==> src/rf_ecc_defines.svh <==
// Width, word count and APB register map macros for the ECC register file

`ifndef RF_ECC_DEFINES_SVH
`define RF_ECC_DEFINES_SVH

// Protected word layout
`define RF_DATA_W 32
`define RF_ECC_W 6

// Bank geometry
`define RF_NUM_WORDS 32
`define RF_ADDR_W 5

// APB side
`define APB_ADDR_W 8
`define RF_ERRCNT_W 8

// Control registers sit just above the 32-word register window
`define RF_STATUS_ADDR 8'h80
`define RF_INJECT_ADDR 8'h84

`endif

==> src/rf_ecc_pkg.sv <==
// Word, address, data and count types, APB request/response structs, APB FSM states

`default_nettype none

`include "rf_ecc_defines.svh"

package rf_ecc_pkg;

  // Plain vectors with a meaning
  typedef logic [`RF_DATA_W-1:0]   rf_data_t;
  typedef logic [`RF_ECC_W-1:0]    rf_ecc_t;
  typedef logic [`RF_ADDR_W-1:0]   rf_addr_t;
  typedef logic [`RF_ERRCNT_W-1:0] rf_errcnt_t;

  // Stored word, check bits on top of the data bits
  typedef struct packed {
    rf_ecc_t  ecc;
    rf_data_t data;
  } rf_word_t;

  // Master to slave
  typedef struct packed {
    logic                   psel;
    logic                   penable;
    logic                   pwrite;
    logic [`APB_ADDR_W-1:0] paddr;
    rf_data_t               pwdata;
  } apb_req_t;

  // Slave to master
  typedef struct packed {
    rf_data_t prdata;
    logic     pready;
    logic     pslverr;
  } apb_rsp_t;

  typedef enum logic [1:0] {IDLE, READ_WAIT, DONE} apb_state_e;

endpackage

`default_nettype wire

==> src/rf_ecc_codec.sv <==
// Hamming check-bit encoder for write data and syndrome checker for read words

`timescale 1ns/1ps
`default_nettype none

`include "rf_ecc_defines.svh"

module rf_ecc_codec (
  // Write side
  input  rf_ecc_pkg::rf_data_t wdata_i,
  output rf_ecc_pkg::rf_word_t wword_o,
  // Read side
  input  rf_ecc_pkg::rf_word_t rword_i,
  output logic                 ecc_err_o
);

  //////////////////////////////////////////////////////////////////////
  // Parity masks
  //////////////////////////////////////////////////////////////////////

  // Practical Hamming distribution, data bits packed first
  // Check bit k covers every data bit whose column has bit k set
  // Every column is distinct and non-zero, so one and two flips both show up
  localparam logic [`RF_ECC_W-1:0][`RF_DATA_W-1:0] ecc_mask = {
    32'b1111_1100_0000_0000_0000_0000_0000_0000,  // c5
    32'b0000_0011_1111_1111_1111_1000_0000_0000,  // c4
    32'b0000_0011_1111_1100_0000_0111_1111_0000,  // c3
    32'b1110_0011_1100_0011_1100_0111_1000_1110,  // c2
    32'b1001_1011_0011_0011_0011_0110_0110_1101,  // c1
    32'b0101_0110_1010_1010_1010_1101_0101_1011   // c0
  };

  //////////////////////////////////////////////////////////////////////
  // Encoder
  //////////////////////////////////////////////////////////////////////

  rf_ecc_pkg::rf_ecc_t ecc;

  always_comb begin
    for (int k = 0; k < `RF_ECC_W; k++) begin
      // Even parity over the selected data bits
      ecc[k] = ^(wdata_i & ecc_mask[k]);
    end
  end

  // Data passes through untouched, check bits ride on top
  assign wword_o.ecc  = ecc;
  assign wword_o.data = wdata_i;

  //////////////////////////////////////////////////////////////////////
  // Checker
  //////////////////////////////////////////////////////////////////////

  rf_ecc_pkg::rf_ecc_t syndrome;

  always_comb begin
    for (int k = 0; k < `RF_ECC_W; k++) begin
      // Recomputed parity folded with the stored check bit
      syndrome[k] = ^(rword_i.data & ecc_mask[k]) ^ rword_i.ecc[k];
    end
  end

  // Detect only
  // A single flip would be correctable, but any set syndrome bit is just flagged
  // All-zero word has all-zero check bits, so a freshly reset bank is clean
  assign ecc_err_o = |syndrome;

endmodule

`default_nettype wire

==> src/rf_ecc_bank.sv <==
// Flip-flop bank of 32 ECC protected words with a registered read port

`timescale 1ns/1ps
`default_nettype none

`include "rf_ecc_defines.svh"

module rf_ecc_bank (
  input  logic                 clk,
  input  logic                 rst_i,
  // Write port
  input  logic                 we_i,
  input  rf_ecc_pkg::rf_addr_t waddr_i,
  input  rf_ecc_pkg::rf_word_t wword_i,
  // Read port
  input  logic                 re_i,
  input  rf_ecc_pkg::rf_addr_t raddr_i,
  output rf_ecc_pkg::rf_word_t rword_o
);

  //////////////////////////////////////////////////////////////////////
  // Storage
  //////////////////////////////////////////////////////////////////////

  rf_ecc_pkg::rf_word_t mem_q [`RF_NUM_WORDS];
  rf_ecc_pkg::rf_word_t rword_q;

  // Words clear to zero, which is already a valid codeword
  always_ff @(posedge clk) begin
    if (rst_i) begin
      for (int i = 0; i < `RF_NUM_WORDS; i++) begin
        mem_q[i] <= '0;
      end
    end else if (we_i) begin
      // Single cycle write of the full protected word
      mem_q[waddr_i] <= wword_i;
    end
  end

  //////////////////////////////////////////////////////////////////////
  // Read register
  //////////////////////////////////////////////////////////////////////

  // Captured on the strobe, held until the next strobe
  // Data shows up the cycle after re_i
  always_ff @(posedge clk) begin
    if (rst_i) begin
      rword_q <= '0;
    end else if (re_i) begin
      rword_q <= mem_q[raddr_i];
    end
  end

  assign rword_o = rword_q;

  // The slave runs one transfer at a time
  // so a write and a read never hit the bank together
  a_no_wr_rd_collision : assert property (
    @(posedge clk) disable iff (rst_i) !(we_i && re_i)
  );

endmodule

`default_nettype wire

==> src/rf_ecc_apb_if.sv <==
// APB slave with address decode, wait states, status/injection registers, error accounting

`timescale 1ns/1ps
`default_nettype none

`include "rf_ecc_defines.svh"

module rf_ecc_apb_if (
  input  logic                 clk,
  input  logic                 rst_i,
  // APB
  input  rf_ecc_pkg::apb_req_t apb_req_i,
  output rf_ecc_pkg::apb_rsp_t apb_rsp_o,
  // Bank control
  output logic                 bank_we_o,
  output logic                 bank_re_o,
  output rf_ecc_pkg::rf_addr_t bank_addr_o,
  // Encoder loop
  output rf_ecc_pkg::rf_data_t enc_wdata_o,
  input  rf_ecc_pkg::rf_word_t enc_wword_i,
  output rf_ecc_pkg::rf_word_t bank_wword_o,
  // Checker loop
  input  rf_ecc_pkg::rf_word_t rword_i,
  input  logic                 ecc_err_i,
  // Sticky error interrupt
  output logic                 irq_o
);

  rf_ecc_pkg::apb_state_e state_q, state_d;
  rf_ecc_pkg::rf_data_t   inj_mask_q;
  rf_ecc_pkg::rf_errcnt_t err_cnt_q;
  rf_ecc_pkg::rf_data_t   status_rdata;
  logic                   err_flag_q;
  logic                   access;
  logic                   is_reg, is_status, is_inject;
  logic                   first_access;
  logic                   status_wr, inject_wr, err_event;

  //////////////////////////////////////////////////////////////////////
  // Address decode
  //////////////////////////////////////////////////////////////////////

  assign access    = apb_req_i.psel && apb_req_i.penable;
  assign is_reg    = apb_req_i.paddr < `APB_ADDR_W'(`RF_NUM_WORDS * 4);
  assign is_status = apb_req_i.paddr == `RF_STATUS_ADDR;
  assign is_inject = apb_req_i.paddr == `RF_INJECT_ADDR;

  // Byte address to word index, low two bits ignored
  assign bank_addr_o = apb_req_i.paddr[`RF_ADDR_W+1:2];

  // Encoder sees the clean write data
  // Injection mask flips data bits after the check bits are computed
  assign enc_wdata_o       = apb_req_i.pwdata;
  assign bank_wword_o.ecc  = enc_wword_i.ecc;
  assign bank_wword_o.data = enc_wword_i.data ^ inj_mask_q;

  // Status layout: flag in bit 0, count in 15:8
  always_comb begin
    status_rdata = '0;
    status_rdata[0] = err_flag_q;
    status_rdata[`RF_ERRCNT_W+7:8] = err_cnt_q;
  end

  //////////////////////////////////////////////////////////////////////
  // Transfer FSM
  //////////////////////////////////////////////////////////////////////

  always_comb begin
    state_d           = state_q;
    apb_rsp_o         = '0;
    bank_we_o         = 1'b0;
    bank_re_o         = 1'b0;
    case (state_q)
      rf_ecc_pkg::IDLE: begin
        if (access) begin
          if (is_reg && !apb_req_i.pwrite) begin
            // Strobe the bank now, answer next cycle
            bank_re_o = 1'b1;
            state_d   = rf_ecc_pkg::READ_WAIT;
          end else begin
            // Everything else finishes in the first access cycle
            apb_rsp_o.pready = 1'b1;
            state_d          = rf_ecc_pkg::DONE;
            if (is_reg) begin
              bank_we_o = 1'b1;
            end else if (is_status) begin
              if (!apb_req_i.pwrite) apb_rsp_o.prdata = status_rdata;
            end else if (!(is_inject && apb_req_i.pwrite)) begin
              // Unmapped, or a read of the write-only injection mask
              apb_rsp_o.pslverr = 1'b1;
            end
          end
        end
      end
      rf_ecc_pkg::READ_WAIT: begin
        // Raw data goes back even when the syndrome is bad
        apb_rsp_o.pready  = 1'b1;
        apb_rsp_o.prdata  = rword_i.data;
        apb_rsp_o.pslverr = ecc_err_i;
        state_d           = rf_ecc_pkg::DONE;
      end
      rf_ecc_pkg::DONE: begin
        // Wait for the master to leave the access phase
        if (!access) state_d = rf_ecc_pkg::IDLE;
      end
      default: state_d = rf_ecc_pkg::IDLE;
    endcase
  end

  always_ff @(posedge clk) begin
    if (rst_i) state_q <= rf_ecc_pkg::IDLE;
    else       state_q <= state_d;
  end

  //////////////////////////////////////////////////////////////////////
  // Control registers and error accounting
  //////////////////////////////////////////////////////////////////////

  assign first_access = (state_q == rf_ecc_pkg::IDLE) && access && apb_req_i.pwrite;
  assign status_wr    = first_access && is_status;
  assign inject_wr    = first_access && is_inject;
  assign err_event    = (state_q == rf_ecc_pkg::READ_WAIT) && ecc_err_i;

  always_ff @(posedge clk) begin
    if (rst_i) begin
      inj_mask_q <= '0;
      err_flag_q <= 1'b0;
      err_cnt_q  <= '0;
    end else begin
      // Mask is one-shot, consumed by the next register write
      if (inject_wr)      inj_mask_q <= apb_req_i.pwdata;
      else if (bank_we_o) inj_mask_q <= '0;
      // Write 1 to bit 0 clears flag and count together
      if (status_wr && apb_req_i.pwdata[0]) begin
        err_flag_q <= 1'b0;
        err_cnt_q  <= '0;
      end else if (err_event) begin
        err_flag_q <= 1'b1;
        // Saturate at all ones
        if (err_cnt_q != '1) err_cnt_q <= err_cnt_q + 1'b1;
      end
    end
  end

  assign irq_o = err_flag_q;

  // Master must hold the request while the slave inserts a wait state
  a_req_stable : assert property (
    @(posedge clk) disable iff (rst_i)
    access && !apb_rsp_o.pready |=> $stable(apb_req_i)
  );

  // Ready only ever shows during an access phase
  a_ready_in_access : assert property (
    @(posedge clk) disable iff (rst_i) apb_rsp_o.pready |-> access
  );

endmodule

`default_nettype wire

==> src/rf_ecc_top.sv <==
// Top level tying together the APB slave, the ECC codec and the protected bank

`timescale 1ns/1ps
`default_nettype none

module rf_ecc_top (
  input  logic                 clk,
  input  logic                 rst_i,
  input  rf_ecc_pkg::apb_req_t apb_req_i,
  output rf_ecc_pkg::apb_rsp_t apb_rsp_o,
  output logic                 irq_o
);

  // Slave to bank
  logic                 bank_we;
  logic                 bank_re;
  rf_ecc_pkg::rf_addr_t bank_addr;
  rf_ecc_pkg::rf_word_t bank_wword;
  // Codec loop
  rf_ecc_pkg::rf_data_t enc_wdata;
  rf_ecc_pkg::rf_word_t enc_wword;
  rf_ecc_pkg::rf_word_t rword;
  logic                 ecc_err;

  rf_ecc_apb_if rf_ecc_apb_if_inst (
    .clk          (clk),
    .rst_i        (rst_i),
    .apb_req_i    (apb_req_i),
    .apb_rsp_o    (apb_rsp_o),
    .bank_we_o    (bank_we),
    .bank_re_o    (bank_re),
    .bank_addr_o  (bank_addr),
    .enc_wdata_o  (enc_wdata),
    .enc_wword_i  (enc_wword),
    .bank_wword_o (bank_wword),
    .rword_i      (rword),
    .ecc_err_i    (ecc_err),
    .irq_o        (irq_o)
  );

  // Combinational, one encoder and one checker
  rf_ecc_codec rf_ecc_codec_inst (
    .wdata_i   (enc_wdata),
    .wword_o   (enc_wword),
    .rword_i   (rword),
    .ecc_err_o (ecc_err)
  );

  // Single address serves both ports, one transfer at a time
  rf_ecc_bank rf_ecc_bank_inst (
    .clk     (clk),
    .rst_i   (rst_i),
    .we_i    (bank_we),
    .waddr_i (bank_addr),
    .wword_i (bank_wword),
    .re_i    (bank_re),
    .raddr_i (bank_addr),
    .rword_o (rword)
  );

endmodule

`default_nettype wire

==> config.mk <==
export PLATFORM = sky130hd
export DESIGN_NAME = rf_ecc_top
export DESIGN_NICKNAME = d
export VERILOG_FILES = /design/src/rf_ecc_pkg.sv /design/src/rf_ecc_codec.sv /design/src/rf_ecc_bank.sv /design/src/rf_ecc_apb_if.sv /design/src/rf_ecc_top.sv
export VERILOG_INCLUDE_DIRS = /design/src
export SDC_FILE = /design/constraint.sdc
export NUM_CORES = 2
export LEC_CHECK = 0
export BUFFER_PORTS_ARGS = -buffer_cell sky130_fd_sc_hd__buf_2
export CORE_MARGIN = 3
export CORE_UTILIZATION = 49
export CTS_CLUSTER_DIAMETER = 120
export DETAILED_ROUTE_END_ITERATION = 12
export GPL_TIMING_DRIVEN = 0
export PLACE_DENSITY = 0.67
export SYNTH_ARGS = -nofsm -noshare
export SYNTH_HDL_FRONTEND = slang
export SYNTH_SLANG_ARGS = --single-unit
export TNS_END_PERCENT = 1
==> constraint.sdc <==
create_clock -name clk -period 2.9 [get_ports clk]
set_input_delay 0.145 -clock clk [delete_from_list [all_inputs] [get_ports clk]]
set_output_delay 0.145 -clock clk [all_outputs]
set_load 0.02 [all_outputs]
==> impl_metrics.csv <==
group,metric,value,unit
outcome,status,"complete, but fails checks",
outcome,violations,"max-capacitance violations, max-slew violations, negative setup slack",
clock_tree,cts_tree,"done",
yosys,synthCells,3992,
place,port_buffers,75,
grt,grt_antenna_before_repair,5,
critical_path,end_kind,"flop",
yosys,synth_xor_area_frac,0.02350,
grt,grt_pass1_vias,35870,
sta,drv_slew,1,
place,dp_hpwl,139.4,mm
sta,hold_viol,0,
detailed_routing,antenna_left,0,
place,dpl_cell_area,59240,um2
critical_path,cpPeakStageDelay,0.81,ns
yosys,synth_area,56230,um2
sta,whs,0.1605,ns
critical_path,crit_slowest_cell,"buf_1",
critical_path,cp.arrival,3.76,ns
cells_and_area,final_cells,5909,
sta,fin_ws,-0.2701,ns
yosys,synth.largest_area_cell,"edfxtp_1",
detailed_routing,wl,191.4,mm
critical_path,worst_setup_path_start_kind,"primary input",
yosys,synthTopCellsByArea,"edfxtp_1 (65%), mux4_2 (12%), nor2_1 (8.6%)",
place,dp.cells,5598,
grt,grtUsageTotal,0.3249,
clock_tree,numCtsBuffers,135,
detailed_routing,first_pass_iters,6,
yosys,synth_top_cell_area_share,0.6494,
floorplan,ios,80,
clock_tree,cts.clk_slew.worst_paths,0.06,ns
clock_tree,cts_sinks,1297,
yosys,ys_seq_elements,1297,
detailed_routing,drtIter0Drc,6603,
detailed_routing,route.detailed.drc,0,
critical_path,critical_path_class,"in -> reg",
detailed_routing,routedWlPerCell,32.39,um
power_and_ir_drop,total_power,43.73,mW
clock_tree,cts_buffer_depth,3,
yosys,synthSimpleGateAreaFrac,0.1105,
sta,period_minus_slack,3.170,ns
detailed_routing,routed_via_density,6.351,
hold_path,hp-class,"in -> reg",
power_and_ir_drop,p_leak,21.63,nW
critical_path,worstPathMaxFanout,10,
yosys,synth-seq-area-share,0.6782,
cells_and_area,area_delta_synth_final,15.42,%
yosys,synthFlopType,"edfxtp_1",
sta,setup_viol,129,
grt,grt_max_degree,30,
floorplan,dieHeight,344.8,um
yosys,synth_fa_ha_area_frac,0.0002225,
grt,grt-ovfl-total,0,
sta,tightest_slew,1.494,ns
yosys,synth_top_family_by_area,"multiplexers",
cells_and_area,drive_above_1_share,0.1875,
sta,setup_tns,-4.142,ns
cells_and_area,fin_nets,4344,
floorplan,core_area,113100,um2
power_and_ir_drop,ir_drop,512.4,uV
sta,fmax,0.3155,GHz
cells_and_area,utilization,0.5737,
sta,skew,0.02640,ns
sta,period_share,1.093,
yosys,ys_async_sr_fraction,0,
place,place_congestion,1.059,
clock_tree,root_buffer,"clkbuf_16",
clock_tree,clk_latency,0.75,ns
yosys,yosys_warnings,0,
floorplan,fp.dieW,344.8,um
yosys,synth-edff-count,1216,
critical_path,crit_family,"buffers and inverters",
detailed_routing,vias,37530,
yosys,synth_cell_types,54,
power_and_ir_drop,pwr_density_cell,673.8,nW/um2
cells_and_area,final_area,64900,um2
floorplan,fp-row-count,123,
yosys,postSynthAreaPerCell,14.09,um2
floorplan,die_area,118900,um2
critical_path,path_buf_inv,5,
critical_path,cp_data_required_time,3.49,ns
sta,rsz0062_at_grt,"yes",
critical_path,crit_chain,"buf_2, clkbuf_2, inv_2, clkdlybuf4s15_2, buf_1, mux2i_1, o221ai_1, nor2_1, nor3_1",
grt,grt_pass1_wl,265.9,mm
yosys,synth_mux_area_frac,0.1305,
yosys,synth-compound-area-share,0.02957,
place,post-place-ws,-2.237,ns
job,cap_viol_max_count,1,
floorplan,start_util,0.4971,
sta,relSlewSlack,-0.002846,
clock_tree,htreeDepth,4,
yosys,synth_fp_nets,4038,
[power by group]
| group | switching (mW) | internal, mW | total (mW) |
|---|---|---|---|
| logic | 3.68 | 1.57 | 5.25 |
| registers | 0.276 | 21.3 | 21.6 |
| clock network | 7.35 | 9.55 | 16.9 |
| total | 11.3 | 32.4 | 43.7 |
[cell families after synthesis]
kind of cell             after synthesis
AND/OR/NAND/NOR                     1559
flip-flops                          1297
AO/OA/AOI/OAI                        238
buffers and inverters                398
multiplexers                         349
XOR/XNOR                             150
adder cells (fa/ha/maj)                1
[sequential cells by signal, indices dropped and copies added (netlist names)]
name and count:
rf_ecc_apb_if_inst.err_cnt_q 8, rf_ecc_apb_if_inst.inj_mask_q 32, rf_ecc_apb_if_inst.irq_o 1, rf_ecc_apb_if_inst.state_q 2, rf_ecc_bank_inst.mem_q 1216, rf_ecc_bank_inst.rword_o 38
[per-layer routing]
metal,share of wire,track usage,wire length (um)
met1,0.35,0.4335,67090
met3,0.15,0.1115,28990
met4,0.063,0.1665,12060
met2,0.43,0.4757,83230
met5,0.00013,0,24
[path summary, 6_finish.rpt]
path | from | end | slack (ns) | cells past startpoint
max | apb_req_i[38] | rf_ecc_bank_inst.rword_o[34] | -0.27 | 9
min | apb_req_i[40] | rf_ecc_apb_if_inst.inj_mask_q[31] | 0.16 | 5
max reg2reg | rf_ecc_apb_if_inst.state_q[1] | rf_ecc_bank_inst.mem_q[23][8] | -0.03 | 10
min reg2reg | rf_ecc_apb_if_inst.inj_mask_q[26] | rf_ecc_apb_if_inst.inj_mask_q[26] | 0.48 | 2
[area by class of cell]
| cell class | count | area (um2) |
|---|---|---|
| sequential | 1297 | 38180 |
| fill | 8912 | 48220 |
| buffer | 389 | 1734 |
| multi-input combinational | 2298 | 17150 |
| inverter | 8 | 30.03 |
| clock buffer | 179 | 3710 |
| antenna | 3 | 7.507 |
| clock inverter | 66 | 515.5 |
| timing repair buffer | 169 | 1702 |
| tap | 1500 | 1877 |
[cell usage in the layout, fill, tap and decap left out, types with 13 or more instances in the layout]
master and count:
nor2_1 1283, edfxtp_1 1216, mux4_2 307, clkbuf_1 296, clkbuf_16 140, xnor2_1 118, nand2_1 110, buf_2 96
a21oi_1 83, dfxtp_1 63, nand3_1 43, buf_4 40, mux2i_1 39, nor3_1 37, a22o_1 37, buf_1 35
dlygate4sd3_1 35, nand2b_4 33, buf_12 30, clkinv_1 29, and2_1 25, clkbuf_2 22, a22oi_1 22, xnor2_2 16
clkbuf_4 15, a221oi_1 15, o221ai_1 15, clkinv_2 15, xor2_1 13
[worst min-delay path, cell delays in order]
cell and delay (ns):
clkbuf_1 0.20, nand2_1 0.14, nor2_2 0.18, nand2_1 0.12, a21oi_1 0.05
[what timing repair did]
| action | CTS | global route |
|---|---|---|
| cloned | 1 | 0 |
| pin swaps | 15 | 11 |
| buffers inserted | 22 | 4 |
| setup endpoints to repair | 2510 | 1490 |
| hold buffers | 35 | 0 |
| hold endpoints to repair | 35 | 0 |
| gates resized for setup | 193 | 77 |
[synthesized netlist by cell type, types with 3 or more instances]
library cell	n
a221oi_1	15
a21oi_1	87
nor2b_1	3
nand2_1	110
a22oi_1	22
nor4_2	4
clkbuf_1	299
or4_1	4
a22o_1	37
dfxtp_1	81
buf_2	34
a2111oi_0	12
nand3_1	43
mux4_2	307
a31oi_1	4
inv_1	7
and2_1	25
a211oi_1	12
o2111a_1	3
o31ai_1	4
o221ai_1	15
xor2_1	14
nand2b_1	33
buf_1	56
a311oi_1	5
mux2i_1	40
nor2_1	1285
o211ai_1	3
o21ai_0	10
edfxtp_1	1216
xnor2_1	135
nor3_1	38
Note: power is estimated with default switching activity, not from simulation.
